**src/hdl/muldiv_settings.svh**
```systemverilog
// muldiv settings: data width, tag width and divider step count
`ifndef MULDIV_SETTINGS_SVH
`define MULDIV_SETTINGS_SVH

// operand and result width
`define MULDIV_XLEN      32

// request tag width, returned unchanged with the result
`define MULDIV_TAG_W     4

// one restoring step per quotient bit
`define MULDIV_DIV_STEPS `MULDIV_XLEN

`endif

```
**src/hdl/muldiv_op_pkg.sv**
```systemverilog
// muldiv operation package: RV32M operation codes and per-unit control structs
`default_nettype none

package muldiv_op_pkg;

    // ------------------------------------------------------------------------
    // operation codes, same values as the RV32M funct3 field
    // ------------------------------------------------------------------------
    typedef enum logic [2:0] {
        OP_MUL    = 3'b000,  // low word of product
        OP_MULH   = 3'b001,  // signed x signed, high word
        OP_MULHSU = 3'b010,  // signed x unsigned, high word
        OP_MULHU  = 3'b011,  // unsigned x unsigned, high word
        OP_DIV    = 3'b100,
        OP_DIVU   = 3'b101,
        OP_REM    = 3'b110,
        OP_REMU   = 3'b111
    } muldiv_op_e;

    // ------------------------------------------------------------------------
    // unit controls
    // ------------------------------------------------------------------------

    // multiplier control
    typedef struct packed {
        logic src1_signed;  // sign-extend src1 to 33 bits
        logic src2_signed;  // sign-extend src2 to 33 bits
        logic high;         // return upper half of product
    } mul_ctrl_t;

    // divider control
    typedef struct packed {
        logic is_signed;    // operands are two's complement
        logic is_rem;       // return remainder, not quotient
    } div_ctrl_t;

endpackage

`default_nettype wire

```
**src/hdl/muldiv_bus_pkg.sv**
```systemverilog
// muldiv bus package: request and response structs at the unit boundary
`default_nettype none

`include "muldiv_settings.svh"

package muldiv_bus_pkg;
    import muldiv_op_pkg::*;

    typedef logic [`MULDIV_XLEN-1:0]  xword_t;  // data word
    typedef logic [`MULDIV_TAG_W-1:0] tag_t;    // request tag

    // request into the unit, 71 bits
    typedef struct packed {
        muldiv_op_e op;
        xword_t     src1;   // rs1 operand, dividend for divides
        xword_t     src2;   // rs2 operand, divisor for divides
        tag_t       tag;
    } muldiv_req_t;

    // response out of the unit, 36 bits
    typedef struct packed {
        xword_t rslt;
        tag_t   tag;        // copied from the request
    } muldiv_rsp_t;

endpackage

`default_nettype wire

```
**src/hdl/pipe_slice.sv**
```systemverilog
// pipe slice: one-entry valid/ready register stage for any payload type
`default_nettype none

module pipe_slice #(
    parameter type payload_t = logic
) (
    input  logic     clk_i,
    input  logic     rst,
    // upstream side
    input  logic     in_valid_i,
    output logic     in_ready_o,
    input  payload_t in_data_i,
    // downstream side
    output logic     out_valid_o,
    input  logic     out_ready_i,
    output payload_t out_data_o
);

    logic     full_q;
    payload_t data_q;
    logic     in_fire;

    // empty, or draining in this same cycle
    assign in_ready_o  = !full_q || out_ready_i;
    assign in_fire     = in_valid_i && in_ready_o;

    assign out_valid_o = full_q;
    assign out_data_o  = data_q;

    always_ff @(posedge clk_i) begin
        if (rst) begin
            full_q <= 1'b0;
        end else if (in_fire) begin
            full_q <= 1'b1;
        end else if (out_ready_i) begin
            full_q <= 1'b0;  // taken, nothing new behind it
        end
    end

    always_ff @(posedge clk_i) begin
        if (in_fire) begin
            data_q <= in_data_i;
        end
    end

endmodule

`default_nettype wire

```
**src/hdl/multiplier.sv**
```systemverilog
// multiplier: two-step 33x33 signed multiply, result held until acknowledged
`default_nettype none

`include "muldiv_settings.svh"

module multiplier
    import muldiv_op_pkg::*;
    import muldiv_bus_pkg::*;
(
    input  logic      clk_i,
    input  logic      rst,
    input  logic      start_i,
    input  mul_ctrl_t ctrl_i,
    input  xword_t    src1_i,
    input  xword_t    src2_i,
    output logic      busy_o,
    output logic      done_o,
    input  logic      ack_i,
    output xword_t    rslt_o
);

    localparam int XLEN   = `MULDIV_XLEN;
    localparam int PROD_W = 2 * XLEN;

    typedef enum logic [1:0] {MUL_IDLE, MUL_EXEC, MUL_RET} mul_state_e;

    mul_state_e              state_q;
    mul_state_e              state_d;
    logic signed [XLEN:0]    op_a_q;   // extended src1
    logic signed [XLEN:0]    op_b_q;   // extended src2
    logic        [PROD_W-1:0] prod_q;
    logic                    high_q;

    always_comb begin
        case (state_q)
            MUL_IDLE: state_d = start_i ? MUL_EXEC : MUL_IDLE;
            MUL_EXEC: state_d = MUL_RET;
            MUL_RET:  state_d = ack_i ? MUL_IDLE : MUL_RET;
            default:  state_d = MUL_IDLE;
        endcase
    end

    always_ff @(posedge clk_i) begin
        if (rst) begin
            state_q <= MUL_IDLE;
        end else begin
            state_q <= state_d;
        end
    end

    always_ff @(posedge clk_i) begin
        if (state_q == MUL_IDLE && start_i) begin
            op_a_q <= {ctrl_i.src1_signed & src1_i[XLEN-1], src1_i};
            op_b_q <= {ctrl_i.src2_signed & src2_i[XLEN-1], src2_i};
            high_q <= ctrl_i.high;
        end
        if (state_q == MUL_EXEC) begin
            prod_q <= PROD_W'(op_a_q) * PROD_W'(op_b_q);  // low 64 bits suffice
        end
    end

    assign busy_o = (state_q != MUL_IDLE);
    assign done_o = (state_q == MUL_RET);
    assign rslt_o = high_q ? prod_q[PROD_W-1:XLEN] : prod_q[XLEN-1:0];

endmodule

`default_nettype wire

```
**src/hdl/divider.sv**
```systemverilog
// divider: bit-serial restoring divide with sign fix-up and divide-by-zero result
`default_nettype none

`include "muldiv_settings.svh"

module divider
    import muldiv_op_pkg::*;
    import muldiv_bus_pkg::*;
(
    input  logic      clk_i,
    input  logic      rst,
    input  logic      start_i,
    input  div_ctrl_t ctrl_i,
    input  xword_t    src1_i,
    input  xword_t    src2_i,
    output logic      busy_o,
    output logic      done_o,
    input  logic      ack_i,
    output xword_t    rslt_o
);

    localparam int XLEN  = `MULDIV_XLEN;
    localparam int STEPS = `MULDIV_DIV_STEPS;
    localparam int CNT_W = $clog2(STEPS);

    typedef enum logic [1:0] {DIV_IDLE, DIV_CHECK, DIV_EXEC, DIV_RET} div_state_e;

    div_state_e       state_q;
    div_state_e       state_d;
    logic [CNT_W-1:0] cnt_q;       // steps left minus one

    xword_t           rem_q;       // dividend until check, then partial remainder
    xword_t           quo_q;       // dividend magnitude shifting out, quotient in
    xword_t           dvsr_q;
    logic             is_rem_q;
    logic             dvnd_neg_q;
    logic             dvsr_neg_q;
    logic             quo_neg_q;   // negate quotient on return
    logic             rem_neg_q;   // negate remainder on return

    xword_t           dvnd_mag;
    xword_t           dvsr_mag;
    logic             dvsr_zero;
    logic [XLEN:0]    shifted;
    logic [XLEN+1:0]  diff;
    logic             fits;

    assign dvnd_mag  = dvnd_neg_q ? -rem_q : rem_q;
    assign dvsr_mag  = dvsr_neg_q ? -dvsr_q : dvsr_q;
    assign dvsr_zero = (dvsr_q == '0);

    // one restoring step
    assign shifted = {rem_q, quo_q[XLEN-1]};
    assign diff    = {1'b0, shifted} - {2'b00, dvsr_q};
    assign fits    = !diff[XLEN+1];  // no borrow

    // ------------------------------------------------------------------------
    // control
    // ------------------------------------------------------------------------
    always_comb begin
        case (state_q)
            DIV_IDLE:  state_d = start_i ? DIV_CHECK : DIV_IDLE;
            DIV_CHECK: state_d = dvsr_zero ? DIV_RET : DIV_EXEC;  // zero short-cut
            DIV_EXEC:  state_d = (cnt_q == '0) ? DIV_RET : DIV_EXEC;
            DIV_RET:   state_d = ack_i ? DIV_IDLE : DIV_RET;
            default:   state_d = DIV_IDLE;
        endcase
    end

    always_ff @(posedge clk_i) begin
        if (rst) begin
            state_q <= DIV_IDLE;
            cnt_q   <= '0;
        end else begin
            state_q <= state_d;
            if (state_q == DIV_CHECK) begin
                cnt_q <= CNT_W'(STEPS - 1);
            end else if (state_q == DIV_EXEC) begin
                cnt_q <= cnt_q - 1'b1;
            end
        end
    end

    // ------------------------------------------------------------------------
    // datapath
    // ------------------------------------------------------------------------
    always_ff @(posedge clk_i) begin
        case (state_q)
            DIV_IDLE: begin
                if (start_i) begin
                    rem_q      <= src1_i;
                    dvsr_q     <= src2_i;
                    is_rem_q   <= ctrl_i.is_rem;
                    dvnd_neg_q <= ctrl_i.is_signed & src1_i[XLEN-1];
                    dvsr_neg_q <= ctrl_i.is_signed & src2_i[XLEN-1];
                    quo_neg_q  <= ctrl_i.is_signed & (src1_i[XLEN-1] ^ src2_i[XLEN-1]);
                    rem_neg_q  <= ctrl_i.is_signed & src1_i[XLEN-1];
                end
            end
            DIV_CHECK: begin
                if (dvsr_zero) begin
                    quo_q     <= '1;    // all ones, remainder keeps dividend
                    quo_neg_q <= 1'b0;
                    rem_neg_q <= 1'b0;
                end else begin
                    rem_q  <= '0;
                    quo_q  <= dvnd_mag;
                    dvsr_q <= dvsr_mag;
                end
            end
            DIV_EXEC: begin
                rem_q <= fits ? diff[XLEN-1:0] : shifted[XLEN-1:0];
                quo_q <= {quo_q[XLEN-2:0], fits};
            end
            default: begin
            end
        endcase
    end

    assign busy_o = (state_q != DIV_IDLE);
    assign done_o = (state_q == DIV_RET);
    assign rslt_o = is_rem_q ? (rem_neg_q ? -rem_q : rem_q)
                             : (quo_neg_q ? -quo_q : quo_q);

endmodule

`default_nettype wire

```
**src/hdl/muldiv_dispatch.sv**
```systemverilog
// muldiv dispatch: decodes a request, starts one unit and returns its tagged result
`default_nettype none

module muldiv_dispatch
    import muldiv_op_pkg::*;
    import muldiv_bus_pkg::*;
(
    input  logic        clk_i,
    input  logic        rst,
    // request from input slice
    input  logic        req_valid_i,
    output logic        req_ready_o,
    input  muldiv_req_t req_i,
    // unit controls and operands
    output logic        mul_start_o,
    output mul_ctrl_t   mul_ctrl_o,
    output logic        div_start_o,
    output div_ctrl_t   div_ctrl_o,
    output xword_t      src1_o,
    output xword_t      src2_o,
    // multiplier status
    input  logic        mul_busy_i,
    input  logic        mul_done_i,
    input  xword_t      mul_rslt_i,
    output logic        mul_ack_o,
    // divider status
    input  logic        div_busy_i,
    input  logic        div_done_i,
    input  xword_t      div_rslt_i,
    output logic        div_ack_o,
    // response to output slice
    output logic        rsp_valid_o,
    input  logic        rsp_ready_i,
    output muldiv_rsp_t rsp_o
);

    logic      busy_q;     // an operation is owned by dispatch
    logic      start_q;    // start pulse, cycle after accept
    logic      sel_div_q;  // divider owns the operation
    mul_ctrl_t mul_ctrl_q;
    div_ctrl_t div_ctrl_q;
    xword_t    src1_q;
    xword_t    src2_q;
    tag_t      tag_q;

    mul_ctrl_t mul_ctrl_d;
    div_ctrl_t div_ctrl_d;
    logic      is_div_op;
    logic      accept;
    logic      unit_done;
    logic      rsp_fire;

    // ------------------------------------------------------------------------
    // funct3 decode
    // ------------------------------------------------------------------------
    always_comb begin
        is_div_op              = req_i.op inside {OP_DIV, OP_DIVU, OP_REM, OP_REMU};
        mul_ctrl_d.src1_signed = (req_i.op == OP_MULH) || (req_i.op == OP_MULHSU);
        mul_ctrl_d.src2_signed = (req_i.op == OP_MULH);
        mul_ctrl_d.high        = (req_i.op != OP_MUL);
        div_ctrl_d.is_signed   = (req_i.op == OP_DIV) || (req_i.op == OP_REM);
        div_ctrl_d.is_rem      = (req_i.op == OP_REM) || (req_i.op == OP_REMU);
    end

    assign req_ready_o = !busy_q && !mul_busy_i && !div_busy_i;
    assign accept      = req_valid_i && req_ready_o;

    always_ff @(posedge clk_i) begin
        if (rst) begin
            busy_q    <= 1'b0;
            start_q   <= 1'b0;
            sel_div_q <= 1'b0;
        end else begin
            start_q <= accept;
            if (accept) begin
                busy_q    <= 1'b1;
                sel_div_q <= is_div_op;
            end else if (rsp_fire) begin
                busy_q    <= 1'b0;
            end
        end
    end

    always_ff @(posedge clk_i) begin
        if (accept) begin
            mul_ctrl_q <= mul_ctrl_d;
            div_ctrl_q <= div_ctrl_d;
            src1_q     <= req_i.src1;
            src2_q     <= req_i.src2;
            tag_q      <= req_i.tag;
        end
    end

    assign mul_start_o = start_q && !sel_div_q;
    assign div_start_o = start_q && sel_div_q;
    assign mul_ctrl_o  = mul_ctrl_q;
    assign div_ctrl_o  = div_ctrl_q;
    assign src1_o      = src1_q;
    assign src2_o      = src2_q;

    // ------------------------------------------------------------------------
    // response
    // ------------------------------------------------------------------------
    assign unit_done   = sel_div_q ? div_done_i : mul_done_i;
    assign rsp_valid_o = busy_q && unit_done;
    assign rsp_fire    = rsp_valid_o && rsp_ready_i;
    assign mul_ack_o   = rsp_fire && !sel_div_q;
    assign div_ack_o   = rsp_fire && sel_div_q;

    always_comb begin
        rsp_o.rslt = sel_div_q ? div_rslt_i : mul_rslt_i;
        rsp_o.tag  = tag_q;
    end

endmodule

`default_nettype wire

```
**src/hdl/muldiv_unit.sv**
```systemverilog
// muldiv unit: RV32M multiply/divide execution unit with valid/ready request and response
`default_nettype none

module muldiv_unit
    import muldiv_op_pkg::*;
    import muldiv_bus_pkg::*;
(
    input  logic        clk_i,
    input  logic        rst,
    input  logic        req_valid_i,
    output logic        req_ready_o,
    input  muldiv_req_t req_i,
    output logic        rsp_valid_o,
    input  logic        rsp_ready_i,
    output muldiv_rsp_t rsp_o
);

    logic        sreq_valid;   // input slice to dispatch
    logic        sreq_ready;
    muldiv_req_t sreq;
    logic        drsp_valid;   // dispatch to output slice
    logic        drsp_ready;
    muldiv_rsp_t drsp;

    logic        mul_start, mul_busy, mul_done, mul_ack;
    logic        div_start, div_busy, div_done, div_ack;
    mul_ctrl_t   mul_ctrl;
    div_ctrl_t   div_ctrl;
    xword_t      src1, src2;
    xword_t      mul_rslt, div_rslt;

    // ------------------------------------------------------------------------
    // request slice, dispatch, units, response slice
    // ------------------------------------------------------------------------
    pipe_slice #(.payload_t(muldiv_req_t)) req_slice (
        .clk_i, .rst,
        .in_valid_i (req_valid_i), .in_ready_o (req_ready_o), .in_data_i (req_i),
        .out_valid_o(sreq_valid),  .out_ready_i(sreq_ready),  .out_data_o(sreq)
    );

    muldiv_dispatch dispatch (
        .clk_i, .rst,
        .req_valid_i(sreq_valid), .req_ready_o(sreq_ready), .req_i(sreq),
        .mul_start_o(mul_start),  .mul_ctrl_o(mul_ctrl),
        .div_start_o(div_start),  .div_ctrl_o(div_ctrl),
        .src1_o(src1), .src2_o(src2),
        .mul_busy_i(mul_busy), .mul_done_i(mul_done), .mul_rslt_i(mul_rslt), .mul_ack_o(mul_ack),
        .div_busy_i(div_busy), .div_done_i(div_done), .div_rslt_i(div_rslt), .div_ack_o(div_ack),
        .rsp_valid_o(drsp_valid), .rsp_ready_i(drsp_ready), .rsp_o(drsp)
    );

    multiplier mul (
        .clk_i, .rst, .start_i(mul_start), .ctrl_i(mul_ctrl), .src1_i(src1), .src2_i(src2),
        .busy_o(mul_busy), .done_o(mul_done), .ack_i(mul_ack), .rslt_o(mul_rslt)
    );

    divider div (
        .clk_i, .rst, .start_i(div_start), .ctrl_i(div_ctrl), .src1_i(src1), .src2_i(src2),
        .busy_o(div_busy), .done_o(div_done), .ack_i(div_ack), .rslt_o(div_rslt)
    );

    pipe_slice #(.payload_t(muldiv_rsp_t)) rsp_slice (
        .clk_i, .rst,
        .in_valid_i (drsp_valid),  .in_ready_o (drsp_ready),  .in_data_i (drsp),
        .out_valid_o(rsp_valid_o), .out_ready_i(rsp_ready_i), .out_data_o(rsp_o)
    );

endmodule

`default_nettype wire

```
**config.mk**
```make
export PLATFORM = sky130hd
export DESIGN_NAME = muldiv_unit
export DESIGN_NICKNAME = d
export VERILOG_FILES = /design/src/hdl/muldiv_op_pkg.sv /design/src/hdl/muldiv_bus_pkg.sv /design/src/hdl/pipe_slice.sv /design/src/hdl/multiplier.sv /design/src/hdl/divider.sv /design/src/hdl/muldiv_dispatch.sv /design/src/hdl/muldiv_unit.sv
export VERILOG_INCLUDE_DIRS = /design/src /design/src/hdl
export SDC_FILE = /design/constraint.sdc
export NUM_CORES = 2
export LEC_CHECK = 0
export ABC_AREA = 1
export BUFFER_PORTS_ARGS = -buffer_cell sky130_fd_sc_hd__clkbuf_2
export CAP_MARGIN = 20
export CORE_ASPECT_RATIO = 1.1
export CORE_UTILIZATION = 35
export CTS_BUF_LIST = sky130_fd_sc_hd__clkbuf_2 sky130_fd_sc_hd__clkbuf_4 sky130_fd_sc_hd__clkbuf_8
export CTS_CLUSTER_DIAMETER = 120
export CTS_CLUSTER_SIZE = 25
export DETAILED_ROUTE_END_ITERATION = 10
export HOLD_SLACK_MARGIN = 0.05
export MAX_ROUTING_LAYER = met4
export RECOVER_POWER = 50
export SLEW_MARGIN = 40
export SYNTH_ARGS = -nofsm -noshare
export SYNTH_HDL_FRONTEND = slang
export SYNTH_HIERARCHICAL = 1
export SYNTH_SLANG_ARGS = --single-unit
```
**constraint.sdc**
```tcl
create_clock -name clk_i -period 8.38 [get_ports clk_i]
set_clock_uncertainty 0.05 [all_clocks]
set_input_delay 0 -clock clk_i [delete_from_list [all_inputs] [get_ports clk_i]]
set_output_delay 0 -clock clk_i [all_outputs]
set_load 0.01 [all_outputs]
```
==> results.json <==
{
  "outcome": "finished with violations",
  "failed_checks": "max-capacitance violations, max-slew violations",
  "cts_root_buf": "clkbuf_8",
  "critPathBufInv": 4,
  "period_minus_slack_ps": 8290,
  "place_inst": 9852,
  "timing.critical_path.cells": "buf_4 -> nand2_1 -> fa_1 -> inv_1 -> fa_1 -> fa_1 -> fa_1 -> fa_1 -> fa_1 -> fa_1 -> inv_1 -> fa_1 -> inv_1 -> ha_1 -> nand2_1 -> nor2_1 -> nand2_1 -> nor2_1 -> a21oi_1 -> xnor2_1",
  "rsz0062_at_grt": "false",
  "final.setup.tns_ps": 0,
  "drt-pass1-iter-count": 5,
  "synth_cell_type_count": 61,
  "startpoint_type": "flop",
  "htree_levels": 1,
  "async_flop_share": 0,
  "slew_violations": 267,
  "ys_warn_count": 6,
  "finalSetupViolCount": 0,
  "reg2reg_depth": 20,
  "vias": 48000,
  "reg2reg_to": "mul/prod_q[34]",
  "cts_made_buffers": 24,
  "overflow": 0,
  "min_period_over_period": 0.989,
  "design.core.area_um2": 177000,
  "synth_edf_count": 412,
  "syn_to_final_growth_pct": 9.35,
  "yosysSeqAreaShare": 0.203,
  "critPathMaxFanout": 11,
  "num_rows": 162,
  "cp_top_family": "adder cells",
  "clock.fmax_mhz": 121,
  "maxSlewHeadroom": -1.53,
  "worstSetupEndpoint": "mul/prod_q[34]",
  "wl_per_cell_um": 19.4,
  "gp_congestion": 0.964,
  "drt-met1-wl_um": 80000,
  "synth_commonest_cells": "2040 x nand2_1, 2028 x inv_1, 1126 x fa_1",
  "via_per_inst": 4.77,
  "critPathSlowestCell": "edfxtp_1",
  "synth_top_area_frac": 0.361,
  "grt_pass1_wl_um": 300000,
  "dp_hpwl_um": 164000,
  "grt_pass1_vias": 50000,
  "io_buffer_count": 112,
  "grt_max_degree": 65,
  "hold_viol_final": 0,
  "yosysMostFrequentCell": "nand2_1",
  "die_h_um": 445,
  "place_worst_setup_slack_ps": -70.5,
  "fin_ws_ps": 91.6,
  "arrival_ps": 8680,
  "syn_inst": 7529,
  "stdcell_count": 10100,
  "cp-end-kind": "flop",
  "yosys_register_bits": 426,
  "netlist_top_cells_area": "fa_1 36%, edfxtp_1 20%, nand2_1 12%",
  "route.met3.wl_um": 7570,
  "reg2reg_from": "mul/op_a_q[4]",
  "place_area_um2": 66100,
  "ys.flop_type": "edfxtp_1",
  "min_path_type": "in -> reg",
  "ant_nets": 0,
  "path_class": "reg -> reg",
  "nets": 9115,
  "die_w_um": 404,
  "clock-sinks": 426,
  "drc": 0,
  "reg2reg_setup_slack_ps": 90,
  "routed_wl_um": 195000,
  "io_pins": 113,
  "worstSkewPairLatency_ps": 720,
  "syn_avg_cell_area_um2": 8.28,
  "required_ps": 8770,
  "drv_cap": 6,
  "syn_nets": 8983,
  "track_usage": 0.225,
  "layout-drive-gt1-share": 0.0543,
  "cts_tree": "yes",
  "die_area_um2": 180000,
  "clock_path_buffers": 3,
  "yosys.area.top_type": "fa_1",
  "cp-startpoint": "mul/op_a_q[4]",
  "wl_met2_um": 102000,
  "crit_top_cell": "fa_1",
  "max_slew.worst_pin.slew_ps": 3790,
  "top_layer": "met4",
  "critPathMaxStageDelay_ps": 990,
  "stdcell_area_um2": 68200,
  "antenna_found_initial": 15,
  "drtIter0Drc": 3667,
  "post_synth_instance_area_um2": 62400,
  "cp.depth": 20,
  "clk_pin_slew_ps": 160,
  "start_util": 0.352
}
logic make-up (layout without fill, tap and decap cells):
group | Yosys count | in the layout | synth area share
xor gates and xnor gates | 100 | 100 | 0.0140
muxes | 32 | 32 | 0.00578
adders and majority gates | 1379 | 1379 | 0.412
AOI/OAI and AO/OA | 409 | 409 | 0.0367
buffers and inverters | 2375 | 2521 | 0.145
DFF | 426 | 426 | 0.203
other | 0 | 8 | 0
and+or+nand+nor | 2808 | 2808 | 0.184
worst min-delay path by stage:
stage / startpoint / to / cells past startpoint
global route: rst / div/state_q[1] / 3
detailed placement: req_i[55] / req_slice/out_data_o[55] / 1
global placement: req_i[50] / req_slice/out_data_o[50] / 1
CTS: rst / div/state_q[0] / 3
floorplan: rst / req_slice/out_valid_o / 1
finish: rst / div/state_q[0] / 3
worst reg2reg max path: stages (launching register included):
cell      delay [ps]
edfxtp_1         990
buf_4            400
nand2_1          110
fa_1             530
inv_1             60
fa_1             400
fa_1             470
fa_1             600
fa_1             480
fa_1             490
fa_1             530
inv_1             60
fa_1             500
inv_1             50
ha_1             470
nand2_1          170
nor2_1           370
nand2_1          270
nor2_1           290
a21oi_1          190
xnor2_1          570
placed cells by master, fill, tap and decap left out, types with 16 or more instances in the layout:
| master | n |
|---|---|
| dlygate4sd3_1 | 149 |
| nand3_1 | 252 |
| a31oi_1 | 19 |
| buf_4 | 126 |
| nand2_1 | 2043 |
| o21bai_1 | 18 |
| nor2_1 | 340 |
| nor3_1 | 31 |
| xnor2_1 | 22 |
| xor2_1 | 78 |
| clkbuf_2 | 66 |
| fa_1 | 1125 |
| buf_12 | 24 |
| o21ai_0 | 144 |
| nand3_2 | 18 |
| ha_1 | 253 |
| clkbuf_8 | 26 |
| nand4_1 | 39 |
| mux2_2 | 32 |
| clkbuf_1 | 53 |
| edfxtp_1 | 412 |
| inv_1 | 2023 |
| o21ai_1 | 17 |
| nor2_2 | 19 |
| or2_2 | 16 |
| a21oi_1 | 162 |
per-stage QoR:
step / util / hold WS, ps
detailed placement: 0.373 / 129
floorplan: - / 12.4
CTS: 0.385 / 104
finish: 0.385 / 156
global route: 0.385 / 157
global placement: 0.372 / 126
layer usage:
metal / vias up / global-route usage
li1: 22200 / -
met1: 24400 / 0.279
met2: 1179 / 0.398
met3: 253 / 0.0136
met4: 0 / 0.0565
met5: - / -
final cells by class:
class                      instances  area (µm²)
fill                           18200      109000
antenna                            8        20.0
tap                             2378        2980
clock buffer                      30         388
multi-input combinational       4728       40700
clock inverter                    10         166
timing repair buffer             433        3620
inverter                        2048        7690
sequential                       426       12700
flip-flops by register name (all words and copies together) (netlist names), 2 cells and up:
name / cells
dispatch/src2_o: 32
dispatch/src1_o: 32
div/rem_q: 32
mul/op_a_q: 33
div/quo_q: 32
dispatch/mul_ctrl_o: 3
req_slice/out_data_o: 71
dispatch/tag_q: 4
mul/state_q: 2
div/cnt_q: 5
mul/op_b_q: 33
div/state_q: 2
dispatch/div_ctrl_o: 2
rsp_slice/out_data_o: 36
mul/prod_q: 64
div/dvsr_q: 32
timing repair:
action / CTS / global route
pin swaps: 0 / 0
buffers inserted: 1 / 8
endpoints found under the setup margin: 1 / 1
hold endpoints to repair: 132 / 0
resized for setup: 0 / 0
hold buffers: 149 / 0
Power is left out: the tool's default activity adds up to more than one toggle a clock period on the data nets, which glitch-free logic cannot reach.
